$ cat config.mk
export PLATFORM = sky130hd
export DESIGN_NAME = mesh_rd_unit
export DESIGN_NICKNAME = d
export VERILOG_FILES = /design/src/logic/mesh_rd_pkg.sv /design/src/logic/mesh_rd_unit.sv /design/src/logic/rd_fifo.sv
export SDC_FILE = /design/constraint.sdc
export NUM_CORES = 1
export LEC_CHECK = 0
export ABC_AREA = 1
export BUFFER_PORTS_ARGS = -buffer_cell sky130_fd_sc_hd__buf_2
export CAP_MARGIN = 0
export CORE_MARGIN = 5
export CORE_UTILIZATION = 40
export DETAILED_ROUTE_END_ITERATION = 10
export GPL_TIMING_DRIVEN = 0
export HOLD_SLACK_MARGIN = 0.1
export PLACE_DENSITY = 0.68
export SLEW_MARGIN = 20
export SYNTH_ARGS = -nofsm -noshare
export SYNTH_HDL_FRONTEND = slang
export SYNTH_HIERARCHICAL = 1
export SYNTH_SLANG_ARGS = --single-unit
$ cat constraint.sdc
create_clock -name clk -period 4.4 [get_ports clk]
set_input_delay 0.88 -clock clk [delete_from_list [all_inputs] [get_ports clk]]
set_output_delay 0.88 -clock clk [all_outputs]
set_load 0.02 [all_outputs]
$ cat src/logic/mesh_rd_pkg.sv
`default_nettype none

package mesh_rd_pkg;

    //////////////////////////////
    // Request field widths
    //////////////////////////////
    localparam int W_SEG_PTR = 8;                   // Segment pointer
    localparam int W_WD_SEL  = 2;                   // Word within segment
    localparam int W_SEMA    = 2;                   // Semaphore tag per segment
    localparam int W_REQ_ID  = 6;                   // Request tag from controller

    // Packed request is {seg_ptr, sema, wd_sel, req_id}
    localparam int W_RREQ = W_SEG_PTR + W_SEMA + W_WD_SEL + W_REQ_ID;

    //////////////////////////////
    // Data path
    //////////////////////////////
    localparam int W_WORD = 64;                     // One mesh data word

    // Response tag is {req_id, err}
    localparam int W_RRSP_TAG = W_REQ_ID + 1;

    //////////////////////////////
    // FIFO geometry
    //////////////////////////////
    localparam int N_FIFO_ENTRIES = 4;              // Request and response FIFOs alike
    localparam int W_FIFO_ADDR    = $clog2(N_FIFO_ENTRIES);

    //////////////////////////////
    // Memory bank geometry
    //////////////////////////////
    localparam int N_SEGS        = 2 ** W_SEG_PTR;  // Segments in the bank
    localparam int N_WDS_PER_SEG = 2 ** W_WD_SEL;   // Words per segment
    localparam int N_MEM_WORDS   = N_SEGS * N_WDS_PER_SEG;
    localparam int W_MEM_ADDR    = $clog2(N_MEM_WORDS);

    // Cycles from request strobe to response strobe
    localparam int MEM_LAT = 3;

endpackage : mesh_rd_pkg

`default_nettype wire

$ cat src/logic/mesh_rd_unit.sv
`timescale 1ns/1ps
`default_nettype none

module mesh_rd_unit (
    input  logic                              clk,
    input  logic                              rst_n,

    // Packet read controller requests
    input  logic                              rreq_valid,
    input  logic [mesh_rd_pkg::W_SEG_PTR-1:0] rreq_seg_ptr,
    input  logic [mesh_rd_pkg::W_SEMA-1:0]    rreq_sema,
    input  logic [mesh_rd_pkg::W_WD_SEL-1:0]  rreq_wd_sel,
    input  logic [mesh_rd_pkg::W_REQ_ID-1:0]  rreq_id,
    output logic                              rreq_full,     // Level, hold off strobes

    // Mesh memory request port
    output logic                              mim_rreq_valid,
    output logic [mesh_rd_pkg::W_SEG_PTR-1:0] mim_seg_ptr,
    output logic [mesh_rd_pkg::W_SEMA-1:0]    mim_sema,
    output logic [mesh_rd_pkg::W_WD_SEL-1:0]  mim_wd_sel,
    output logic [mesh_rd_pkg::W_REQ_ID-1:0]  mim_req_id,

    // Mesh memory response port
    input  logic                              mim_rrsp_valid,
    input  logic [mesh_rd_pkg::W_WORD-1:0]    mim_rd_data,
    input  logic [mesh_rd_pkg::W_REQ_ID-1:0]  mim_rrsp_req_id,
    input  logic                              mim_rrsp_err,

    // Transmit queue response
    output logic                              tqu_rsp_valid,
    output logic [mesh_rd_pkg::W_WORD-1:0]    tqu_rsp_data,
    output logic [mesh_rd_pkg::W_REQ_ID-1:0]  tqu_rsp_id,
    output logic                              tqu_rsp_err,

    // Controller tag retire notice
    output logic                              prc_rsp_valid,
    output logic [mesh_rd_pkg::W_REQ_ID-1:0]  prc_rsp_id
);

    import mesh_rd_pkg::*;

    //////////////////////////////
    // Read requests
    //////////////////////////////
    logic [W_RREQ-1:0] rreq_in;            // Packed request into FIFO
    logic [W_RREQ-1:0] rreq_head;          // Head of request FIFO
    logic              rreq_empty;
    logic              rreq_empty_reg;     // Empty as seen last cycle
    logic              rreq_pop;

    assign rreq_in = {rreq_seg_ptr, rreq_sema, rreq_wd_sel, rreq_id};

    rd_fifo #(
        .WIDTH  (W_RREQ),
        .ADDR_W (W_FIFO_ADDR)
    ) i_rreq_fifo (
        .clk    (clk),
        .rst_n  (rst_n),
        .wr     (rreq_valid),
        .rd     (rreq_pop),
        .d_in   (rreq_in),
        .d_out  (rreq_head),
        .empty  (rreq_empty),
        .full   (rreq_full),
        .count  ()
    );

    // Pop only once the FIFO has been non-empty for a full cycle
    assign rreq_pop       = !rreq_empty_reg && !rreq_empty;
    assign mim_rreq_valid = rreq_pop;      // Pop doubles as the mesh strobe

    // Unpack head onto the mesh port
    assign {mim_seg_ptr, mim_sema, mim_wd_sel, mim_req_id} = rreq_head;

    //////////////////////////////
    // Read responses
    //////////////////////////////
    logic [W_RRSP_TAG-1:0] rrsp_tag_in;    // {req_id, err}
    logic [W_RRSP_TAG-1:0] rrsp_tag_head;
    logic                  rrsp_data_empty;
    logic                  rrsp_tag_empty;
    logic                  rrsp_empty;     // Both halves move together
    logic                  rrsp_empty_reg;
    logic                  rrsp_pop;

    assign rrsp_tag_in = {mim_rrsp_req_id, mim_rrsp_err};

    // Data and tag share strobe and pop so they never skew
    rd_fifo #(
        .WIDTH  (W_WORD),
        .ADDR_W (W_FIFO_ADDR)
    ) i_rrsp_data_fifo (
        .clk    (clk),
        .rst_n  (rst_n),
        .wr     (mim_rrsp_valid),
        .rd     (rrsp_pop),
        .d_in   (mim_rd_data),
        .d_out  (tqu_rsp_data),
        .empty  (rrsp_data_empty),
        .full   (),                        // Drains as fast as it fills
        .count  ()
    );

    rd_fifo #(
        .WIDTH  (W_RRSP_TAG),
        .ADDR_W (W_FIFO_ADDR)
    ) i_rrsp_tag_fifo (
        .clk    (clk),
        .rst_n  (rst_n),
        .wr     (mim_rrsp_valid),
        .rd     (rrsp_pop),
        .d_in   (rrsp_tag_in),
        .d_out  (rrsp_tag_head),
        .empty  (rrsp_tag_empty),
        .full   (),
        .count  ()
    );

    assign rrsp_empty = rrsp_data_empty || rrsp_tag_empty;
    assign rrsp_pop   = !rrsp_empty_reg && !rrsp_empty;

    // Same strobe and ID to both consumers
    assign tqu_rsp_valid              = rrsp_pop;
    assign {tqu_rsp_id, tqu_rsp_err}  = rrsp_tag_head;
    assign prc_rsp_valid              = rrsp_pop;
    assign prc_rsp_id                 = tqu_rsp_id;

    //////////////////////////////
    // Delayed empty copies
    //////////////////////////////
    always_ff @(posedge clk or negedge rst_n) begin
        if (!rst_n) begin
            rreq_empty_reg <= 1'b0;        // FIFOs start empty, so no pop anyway
            rrsp_empty_reg <= 1'b0;
        end else begin
            rreq_empty_reg <= rreq_empty;
            rrsp_empty_reg <= rrsp_empty;
        end
    end

endmodule : mesh_rd_unit

`default_nettype wire

$ cat src/logic/rd_fifo.sv
`timescale 1ns/1ps
`default_nettype none

module rd_fifo #(
    parameter int WIDTH  = mesh_rd_pkg::W_WORD,       // Entry width
    parameter int ADDR_W = mesh_rd_pkg::W_FIFO_ADDR   // Pointer width, depth is 2**ADDR_W
) (
    input  logic              clk,
    input  logic              rst_n,
    input  logic              wr,          // Push d_in
    input  logic              rd,          // Pop head
    input  logic [WIDTH-1:0]  d_in,
    output logic [WIDTH-1:0]  d_out,       // Head entry, fall-through
    output logic              empty,
    output logic              full,
    output logic [ADDR_W:0]   count        // Occupancy, 0 to depth
);

    localparam int DEPTH = 2 ** ADDR_W;

    logic [WIDTH-1:0]  mem [DEPTH];        // Entry storage, no reset
    logic [ADDR_W-1:0] wr_ptr;
    logic [ADDR_W-1:0] rd_ptr;
    logic              wr_ok;              // Push that is actually taken
    logic              rd_ok;              // Pop that is actually taken

    // Overflow and underflow attempts are dropped
    assign wr_ok = wr && !full;
    assign rd_ok = rd && !empty;

    assign empty = (count == '0);
    assign full  = (count == (ADDR_W+1)'(DEPTH));
    assign d_out = mem[rd_ptr];            // Head visible without a pop

    //////////////////////////////
    // Pointers and occupancy
    //////////////////////////////
    always_ff @(posedge clk or negedge rst_n) begin
        if (!rst_n) begin
            wr_ptr <= '0;
            rd_ptr <= '0;
            count  <= '0;
        end else begin
            if (wr_ok) begin
                wr_ptr <= wr_ptr + 1'b1;   // Wraps at depth
            end
            if (rd_ok) begin
                rd_ptr <= rd_ptr + 1'b1;
            end
            // Simultaneous push and pop keeps the count
            case ({wr_ok, rd_ok})
                2'b10:   count <= count + 1'b1;
                2'b01:   count <= count - 1'b1;
                default: count <= count;
            endcase
        end
    end

    // Storage write
    always_ff @(posedge clk) begin
        if (wr_ok) begin
            mem[wr_ptr] <= d_in;
        end
    end

endmodule : rd_fifo

`default_nettype wire

== Yosys cells after proc, flatten, opt, wreduce, memory -nomap -nowiden ==
Memories as Yosys holds them, arrays and structs flattened.
Cells that the tools add are included.
Word-level totals
  flip-flop bits (word level): 23
  latch bits: 0
  RAM bits: 356
  bits in read-only memories: 0
  output and inout bits: 99
  memories kept: 3
Cells by class
  add/sub/neg operators: 12
  multiply operators: 0
  divide/modulo/power cells: 0
  magnitude comparators: 0
  equality and inequality tests: 9
  shifts and indexed selects: 0
  mux-type cells: 9
  bitwise operators: 0
  reduce and logical (&&, ||, !) cells: 24
Memories
  i_rrsp_data_fifo.mem: depth 4, width 64, read ports 1, clocked after memory_dff 0, wr ports 1, RTL line rd_fifo.sv:21  | logic [WIDTH-1:0] mem [DEPTH];
  i_rreq_fifo.mem: depth 4, width 18, read ports 1, clocked after memory_dff 0, wr ports 1, RTL line rd_fifo.sv:21
  i_rrsp_tag_fifo.mem: depth 4, width 7, read ports 1, clocked after memory_dff 0, wr ports 1, RTL line rd_fifo.sv:21
Operators with widths (number)
  3-bit case mux with 2 select lines: 3
  2-bit by 1-bit adder with 2-bit output (second input constant): 6
  3-bit by 1-bit adder with 3-bit output (second input constant): 3
  3-bit == test (second input constant): 3
  1-bit logical NOT: 9
  3-bit logical NOT: 3
  3-bit by 1-bit subtractor with 3-bit output (second input constant): 3
  1-bit logical AND: 8
  2-bit by 1-bit == test with 1-bit output (second input constant): 3
  2-bit == test (second input constant): 3
  1-bit two-way mux: 6
  2-bit nonzero test: 3
  1-bit logical OR: 1

== Depth between registers and ports, before layout ==
Gate-level depths: netlist of the first run.
  depth in word-level cells: 7
  gate-level depth with buffers: 16
  depth with buffers taken out: 16

== Modules after synthesis ==
Netlist of the first run, hierarchy kept.
By module, submodules not included
  rd_fifo (i_rrsp_data_fifo): instances 1, cells an instance 808, area each 10605.2 um^2, sequential area each 7862.5 um^2
  rd_fifo (i_rreq_fifo): instances 1, cells an instance 271, area each 3337.0 um^2, sequential area each 2337.2 um^2
  rd_fifo (i_rrsp_tag_fifo): instances 1, cells an instance 143, area each 1599.0 um^2, sequential area each 1016.0 um^2
  mesh_rd_unit: instances 1, cells an instance 14, area each 126.4 um^2, sequential area each 50.0 um^2

== Least setup slack after synthesis of the first run ==
OpenSTA, ideal clock, no wires.
  kind: input port to flip-flop
  from: input port mim_rrsp_valid
  to: memory i_rrsp_data_fifo/mem[0][0] in the netlist's numbering, enable pin
  library setup time: 0.487 ns
  data arrival time: 3.706 ns
  data required time: 3.913 ns
  setup slack: 0.207 ns
  cell stages on the path: 2
  buffers on the path: 0
  cell sequence: nand2_1 nor2_1
Between the ends
  word-level cells in the longest chain between the ends: 3
RTL lines
  start, declared: RTL line mesh_rd_unit.sv:24  | input logic mim_rrsp_valid,
  1-bit logical AND: RTL line rd_fifo.sv:28  | assign wr_ok = wr && !full;
  1-bit two-way mux: RTL line rd_fifo.sv:61  | if (wr_ok) begin
  1-bit two-way mux (implied by the code): RTL line rd_fifo.sv:62  | mem[wr_ptr] <= d_in;
  end, declared: RTL line rd_fifo.sv:21
No other way between the ends.

== Final worst setup path of the first run ==
  from: register i_rrsp_data_fifo.rd_ptr[1]
  to: output port tqu_rsp_data[53] in the netlist's numbering
Between the ends
  word-level cells in the longest chain between the ends: 1
RTL lines
  start, declared: RTL line rd_fifo.sv:23  | logic [ADDR_W-1:0] rd_ptr;
  start signal, assigned: RTL line rd_fifo.sv:48  | rd_ptr <= rd_ptr + 1'b1;
  memory read 4 x 64 bit
  end, declared: RTL line mesh_rd_unit.sv:31  | output logic [mesh_rd_pkg::W_WORD-1:0] tqu_rsp_data,
No other way between the ends.

==> results.json, run 1 <==
{
  "status": "complete, no violations",
  "clk_latency_ns": 0.56,
  "drc_errors": 0,
  "period_minus_slack_ns": 2.99,
  "power_switching_uw": 5390,
  "hp-class": "in -> async",
  "multi_input_area_sq_um": 3080,
  "grtUsageTotal_pct": 16.2,
  "core_area_sq_um": 38700,
  "grt_max_degree": 24,
  "cp_slowest_stage_delay_ns": 0.43,
  "cp_num_buf_inv": 4,
  "top_register": "i_rrsp_data_fifo/mem",
  "power_uw": 13900,
  "power.share.clock_pct": 23.1,
  "htreeDepth": 2,
  "synth_area_sq_um": 15700,
  "routed_via_density": 4.77,
  "nFillCells": 3373,
  "drtPass1Iterations": 5,
  "skew_ns": 0.0186,
  "cts_root_buffer": "clkbuf_16",
  "path_delay_family": "buffers and inverters",
  "final_common_cell": "edfxtp_1",
  "die_area_sq_um": 43200,
  "critPathLaunch": "i_rrsp_data_fifo/rd_ptr[1]",
  "powerDensity_nw_per_um2": 737,
  "combPwrFrac_pct": 41.2,
  "worstMarginPinSlew_ns": 0.710,
  "p_int_uw": 8560,
  "drt_iter0_drc": 472,
  "wl_per_cell_um": 17.4,
  "vias": 9706,
  "routed_wl_um": 35400,
  "fin_ws_ns": 1.41,
  "portBuffers": 191,
  "grt_pass1_vias": 9946,
  "dpl-instance-area_sq_um": 17700,
  "crit_cells": 6,
  "sw_frac_of_total_pct": 38.6,
  "hpwl_um": 23800,
  "instances_no_fill": 2033,
  "crit_required_ns": 3.52,
  "slowest_stage": "dfrtp_1",
  "arrival_ns": 2.11,
  "fin_crit_sh_pct": 68.0,
  "relSlewSlack_pct": 52.6,
  "yosys_warnings": 6,
  "cts_buffers": 41,
  "io_pins": 192,
  "r2r-start": "i_rrsp_data_fifo/count[0]",
  "rows": 72,
  "gp_congestion": 0.761,
  "cts_setup_buffers": 0,
  "worstSetupPathType": "reg -> out",
  "fin_nets": 1595,
  "finalSetupViolCount": 0,
  "ir_drop_uv": 522,
  "area_growth_pct": 20.9,
  "ff_latch_area_sq_um": 11300,
  "clock_sinks": 379,
  "rr_worst_depth": 15,
  "ant_nets": 0,
  "initial_core_util_pct": 40.4,
  "synth.avg_cell_area_sq_um": 12.7,
  "critPathMostFrequentCell": "buf_2",
  "p_leak_uw": 0.00790,
  "cts_resized": 0,
  "reg.largest.list": "i_rrsp_data_fifo/mem x256, i_rreq_fifo/mem x72, i_rrsp_tag_fifo/mem x28",
  "final_cell_mix": "356 x edfxtp_1, 319 x nand2_1, 225 x inv_1, 215 x buf_2, 176 x o211ai_1",
  "gr-total-overflow": 0,
  "synth_nets": 1345,
  "fmax_ghz": 0.334,
  "critical_path.startpoint_type": "flip-flop",
  "fin_util_pct": 48.9,
  "cts-hold-fix-buffers": 0,
  "cts_tree": "built",
  "layout-drive-gt1-share_pct": 22.6,
  "crit_path_end_kind": "output pin",
  "slew_viol_final": 0,
  "grt_pass1_wl_um": 54700,
  "rsz0062_at_grt": "no",
  "dp_cells": 1959,
  "fin_area_sq_um": 18900,
  "clk_pin_slew_ns": 0.06,
  "synth_cells": 1234,
  "antenna_found_initial": 11,
  "die_x_um": 208,
  "hold_viol": 0,
  "seqPwrFrac_pct": 35.7,
  "cp_max_fo": 10,
  "path_cells": "inv_1 > buf_2 > buf_2 > o211ai_1 > nand2_1 > buf_2",
  "largest_reg_flops": 256,
  "die_h_um": 208,
  "pre_cts_ws_ns": 1.65,
  "maxCapViolations": 0,
  "cts_buffer_depth": 3
}
per-layer routing:
metal,track usage [%],part of all wire [%],vias up
li1,-,-,4729
met1,20.3,42,4624
met2,26.9,48,279
met3,5.86,8.4,60
met4,3.92,1.6,14
met5,0,0.28,-
worst paths after layout:
| path | slack [ns] | endpoint |
|---|---|---|
| min | 0.33 | i_rreq_fifo/rd_ptr[1] |
| max reg2reg | 1.99 | i_rrsp_tag_fifo/count[2] |
| min in group clk | 0.47 | i_rrsp_tag_fifo/count[0] |
| max | 1.41 | tqu_rsp_data[53] |
| min reg2reg | 0.47 | i_rrsp_tag_fifo/count[0] |
| max in group asynchronous | 3.69 | i_rrsp_data_fifo/wr_ptr[1] |
stage by stage:
stage / setup TNS, ns / hold slack (ns)
2_1_floorplan: 0 / 0.446
3_3_place_gp: -611.37 / 0.462
3_5_place_dp: 0 / 0.466
4_1_cts: 0 / 0.322
5_1_grt: 0 / 0.345
6_report: 0 / 0.330
power by group through the flow:
stage               sequential (uW)  clock [uW]  combinational, uW
finish                         4970        3230               5750
global placement               5130           0               5490
global route                   5040        3500               6340
CTS                            4980        3340               5850
floorplan                      5050           0               3690
detailed placement             5050           0               5840
layout make-up:
| type | count | area share (%) |
|---|---|---|
| flip-flops and latches | 379 | 59.5 |
| clock buffers | 50 | 5.60 |
| clock inverters | 21 | 1.00 |
| repair buffers | 207 | 6.99 |
| multi-input cells | 561 | 16.3 |
| plain buffers | 64 | 2.60 |
| diodes | 3 | 0.0397 |
| well taps | 518 | 3.42 |
| inverters | 230 | 4.56 |
worst register-to-register path, cell delays in order, from the launching register on:
cell	delay, ns
dfrtp_1	0.37
inv_1	0.09
nand3_1	0.17
inv_1	0.07
inv_1	0.06
nand2_2	0.06
nor2_2	0.35
nand2_1	0.17
inv_1	0.09
ha_1	0.16
inv_1	0.07
fa_1	0.38
nand2_1	0.10
nand3_1	0.07
nand2_1	0.06
nand2_1	0.05
No activity file was read; power rests on OpenSTA's default activity.
==> run 2, diff against run 1 <==
Clock period 4.4 ns to 2.8 ns, I/O delays scaled along.
==> run 2 against run 1 <==
Net effect:
- worst setup slack worse by 1.2 ns
- die area stayed put
- wire length is 0.60% higher
- clock-buffer cell count is 1 lower
- cell count is 0.25% higher
==> results.json, run 2 (synthesis results as in run 1) <==
{
  "fmax_ghz": 0.379,
  "nFillCells": 3359,
  "worstSetupPathType": "reg -> out",
  "routed_wl_um": 35600,
  "htreeDepth": 2,
  "power_uw": 22200,
  "drt_iter0_drc": 570,
  "relSlewSlack_pct": 49.4,
  "hpwl_um": 24100,
  "finalSetupTns_ns": 0,
  "hp-class": "in -> reg",
  "whs_path_depth": 1,
  "finalSetupViolCount": 0,
  "ir_drop_uv": 752,
  "die_area_sq_um": 43200,
  "fin_crit_sh_pct": 94.3,
  "grtUsageTotal_pct": 16.2,
  "grt_max_degree": 24,
  "fin_nets": 1597,
  "status": "complete, no violations",
  "period_minus_slack_ns": 2.64,
  "hold_ws_ns": 0.220,
  "skew_ns": 0.0142,
  "largest_reg_flops": 256,
  "final_common_cell": "edfxtp_1",
  "routed_via_density": 4.79,
  "cts_buffer_depth": 3,
  "rr_worst_depth": 15,
  "drtPass1Iterations": 5,
  "reg.largest.list": "i_rrsp_data_fifo/mem x256, i_rreq_fifo/mem x72, i_rrsp_tag_fifo/mem x28",
  "clk_latency_ns": 0.55,
  "area_growth_pct": 21.5,
  "cts_root_buffer": "clkbuf_16",
  "slew_viol_final": 0,
  "hold_viol": 0,
  "drc_errors": 0,
  "maxCapViolations": 0,
  "powerDensity_nw_per_um2": 1170,
  "final_cell_mix": "356 x edfxtp_1, 319 x nand2_1, 225 x inv_1, 215 x buf_2, 176 x o211ai_1",
  "gr-total-overflow": 0,
  "initial_core_util_pct": 40.4,
  "rows": 72,
  "wl_per_cell_um": 17.5,
  "critical_path.startpoint_type": "flip-flop",
  "io_pins": 192,
  "clock_sinks": 379,
  "grt_pass1_wl_um": 54900,
  "ant_nets": 0,
  "cts_buffers": 42,
  "portBuffers": 191,
  "crit_required_ns": 2.24,
  "cp_max_fo": 10,
  "grt_pass1_vias": 9834,
  "arrival_ns": 2.08,
  "core_area_sq_um": 38700,
  "clk_pin_slew_ns": 0.06,
  "crit_path_end_kind": "output pin",
  "worstMarginPinSlew_ns": 0.756,
  "die_x_um": 208,
  "top_register": "i_rrsp_data_fifo/mem",
  "cts_tree": "built",
  "die_h_um": 208,
  "antenna_found_initial": 8,
  "layout-drive-gt1-share_pct": 23.2,
  "gp_congestion": 0.784,
  "vias": 9754,
  "p_leak_uw": 0.00795
}
[run 2: changes by cell type in the layout (fill, tap and decap cells not counted), sizes merged]
cell         previous run  this run
dlygate4sd3             0         1
bufinv                  3         4
diode                   3         2
clkbuf                 55        54
clkinvlp                0         3
clkinv                 16        18
[run 2: area by class of cell]
| cell class | count | area, sq um | share of cell area [%] |
|---|---|---|---|
| inverter | 230 | 863 | 4.54 |
| sequential | 379 | 11300 | 59.2 |
| timing repair buffer | 208 | 1290 | 6.79 |
| tap | 518 | 648 | 3.41 |
| multi-input combinational | 561 | 3080 | 16.2 |
| buffer | 64 | 493 | 2.59 |
| clock inverter | 27 | 255 | 1.34 |
| antenna | 2 | 5.00 | 0.0263 |
| clock buffer | 49 | 1120 | 5.88 |
[run 2: final timing paths]
check / start / end / slack, ns
min in group asynchronous: rst_n / i_rrsp_tag_fifo/rd_ptr[1] / 0.55
max: i_rrsp_data_fifo/rd_ptr[1] / tqu_rsp_data[48] / 0.16
min: mim_rd_data[28] / i_rrsp_data_fifo/mem[0][28] / 0.22
min reg2reg: i_rreq_fifo/count[0] / i_rreq_fifo/count[0] / 0.47
max reg2reg: i_rrsp_data_fifo/count[0] / i_rrsp_tag_fifo/count[2] / 0.52
max in group asynchronous: rst_n / i_rrsp_tag_fifo/wr_ptr[0] / 1.87
[run 2: metal layers]
layer | global-route usage, % | vias to the layer above | part of all wire [%]
li1 | - | 4742 | -
met1 | 20.4 | 4667 | 43
met2 | 27.2 | 270 | 48
met3 | 5.20 | 63 | 7.2
met4 | 4.35 | 12 | 2.2
met5 | 0 | - | 0.26
[run 2: report_power, final]
group,total (uW),switching [uW],internal [uW]
clock,5400,2160,3240
combinational,9010,6050,2960
sequential,7820,324,7490
[run 2: timing repair]
action | in CTS | in global routing
hold buffers | 1 | 0
resized for setup | 0 | 3
buffers inserted | 0 | 0
endpoints found under the setup margin | 0 | 2
endpoints found under the hold margin | 23 | 0
[run 2: through the flow]
stage,instances,cell area [sq um],utilization (%),setup WS [ns]
after floorplan,1234,15700,-,-0.0451
after global placement,1943,17300,44.6,-1.79
after detailed placement,1959,17600,45.5,0.382
after CTS,2036,19000,49.1,0.0700
after global routing,2037,19000,49.1,-0.0194
final,2038,19000,49.1,0.159
[run 2: critical path, stage by stage (launching register included)]
cell and delay, ns:
dfrtp_1 0.43, inv_1 0.08, buf_2 0.25, buf_2 0.33
o211ai_1 0.14, nand2_1 0.12, buf_2 0.18
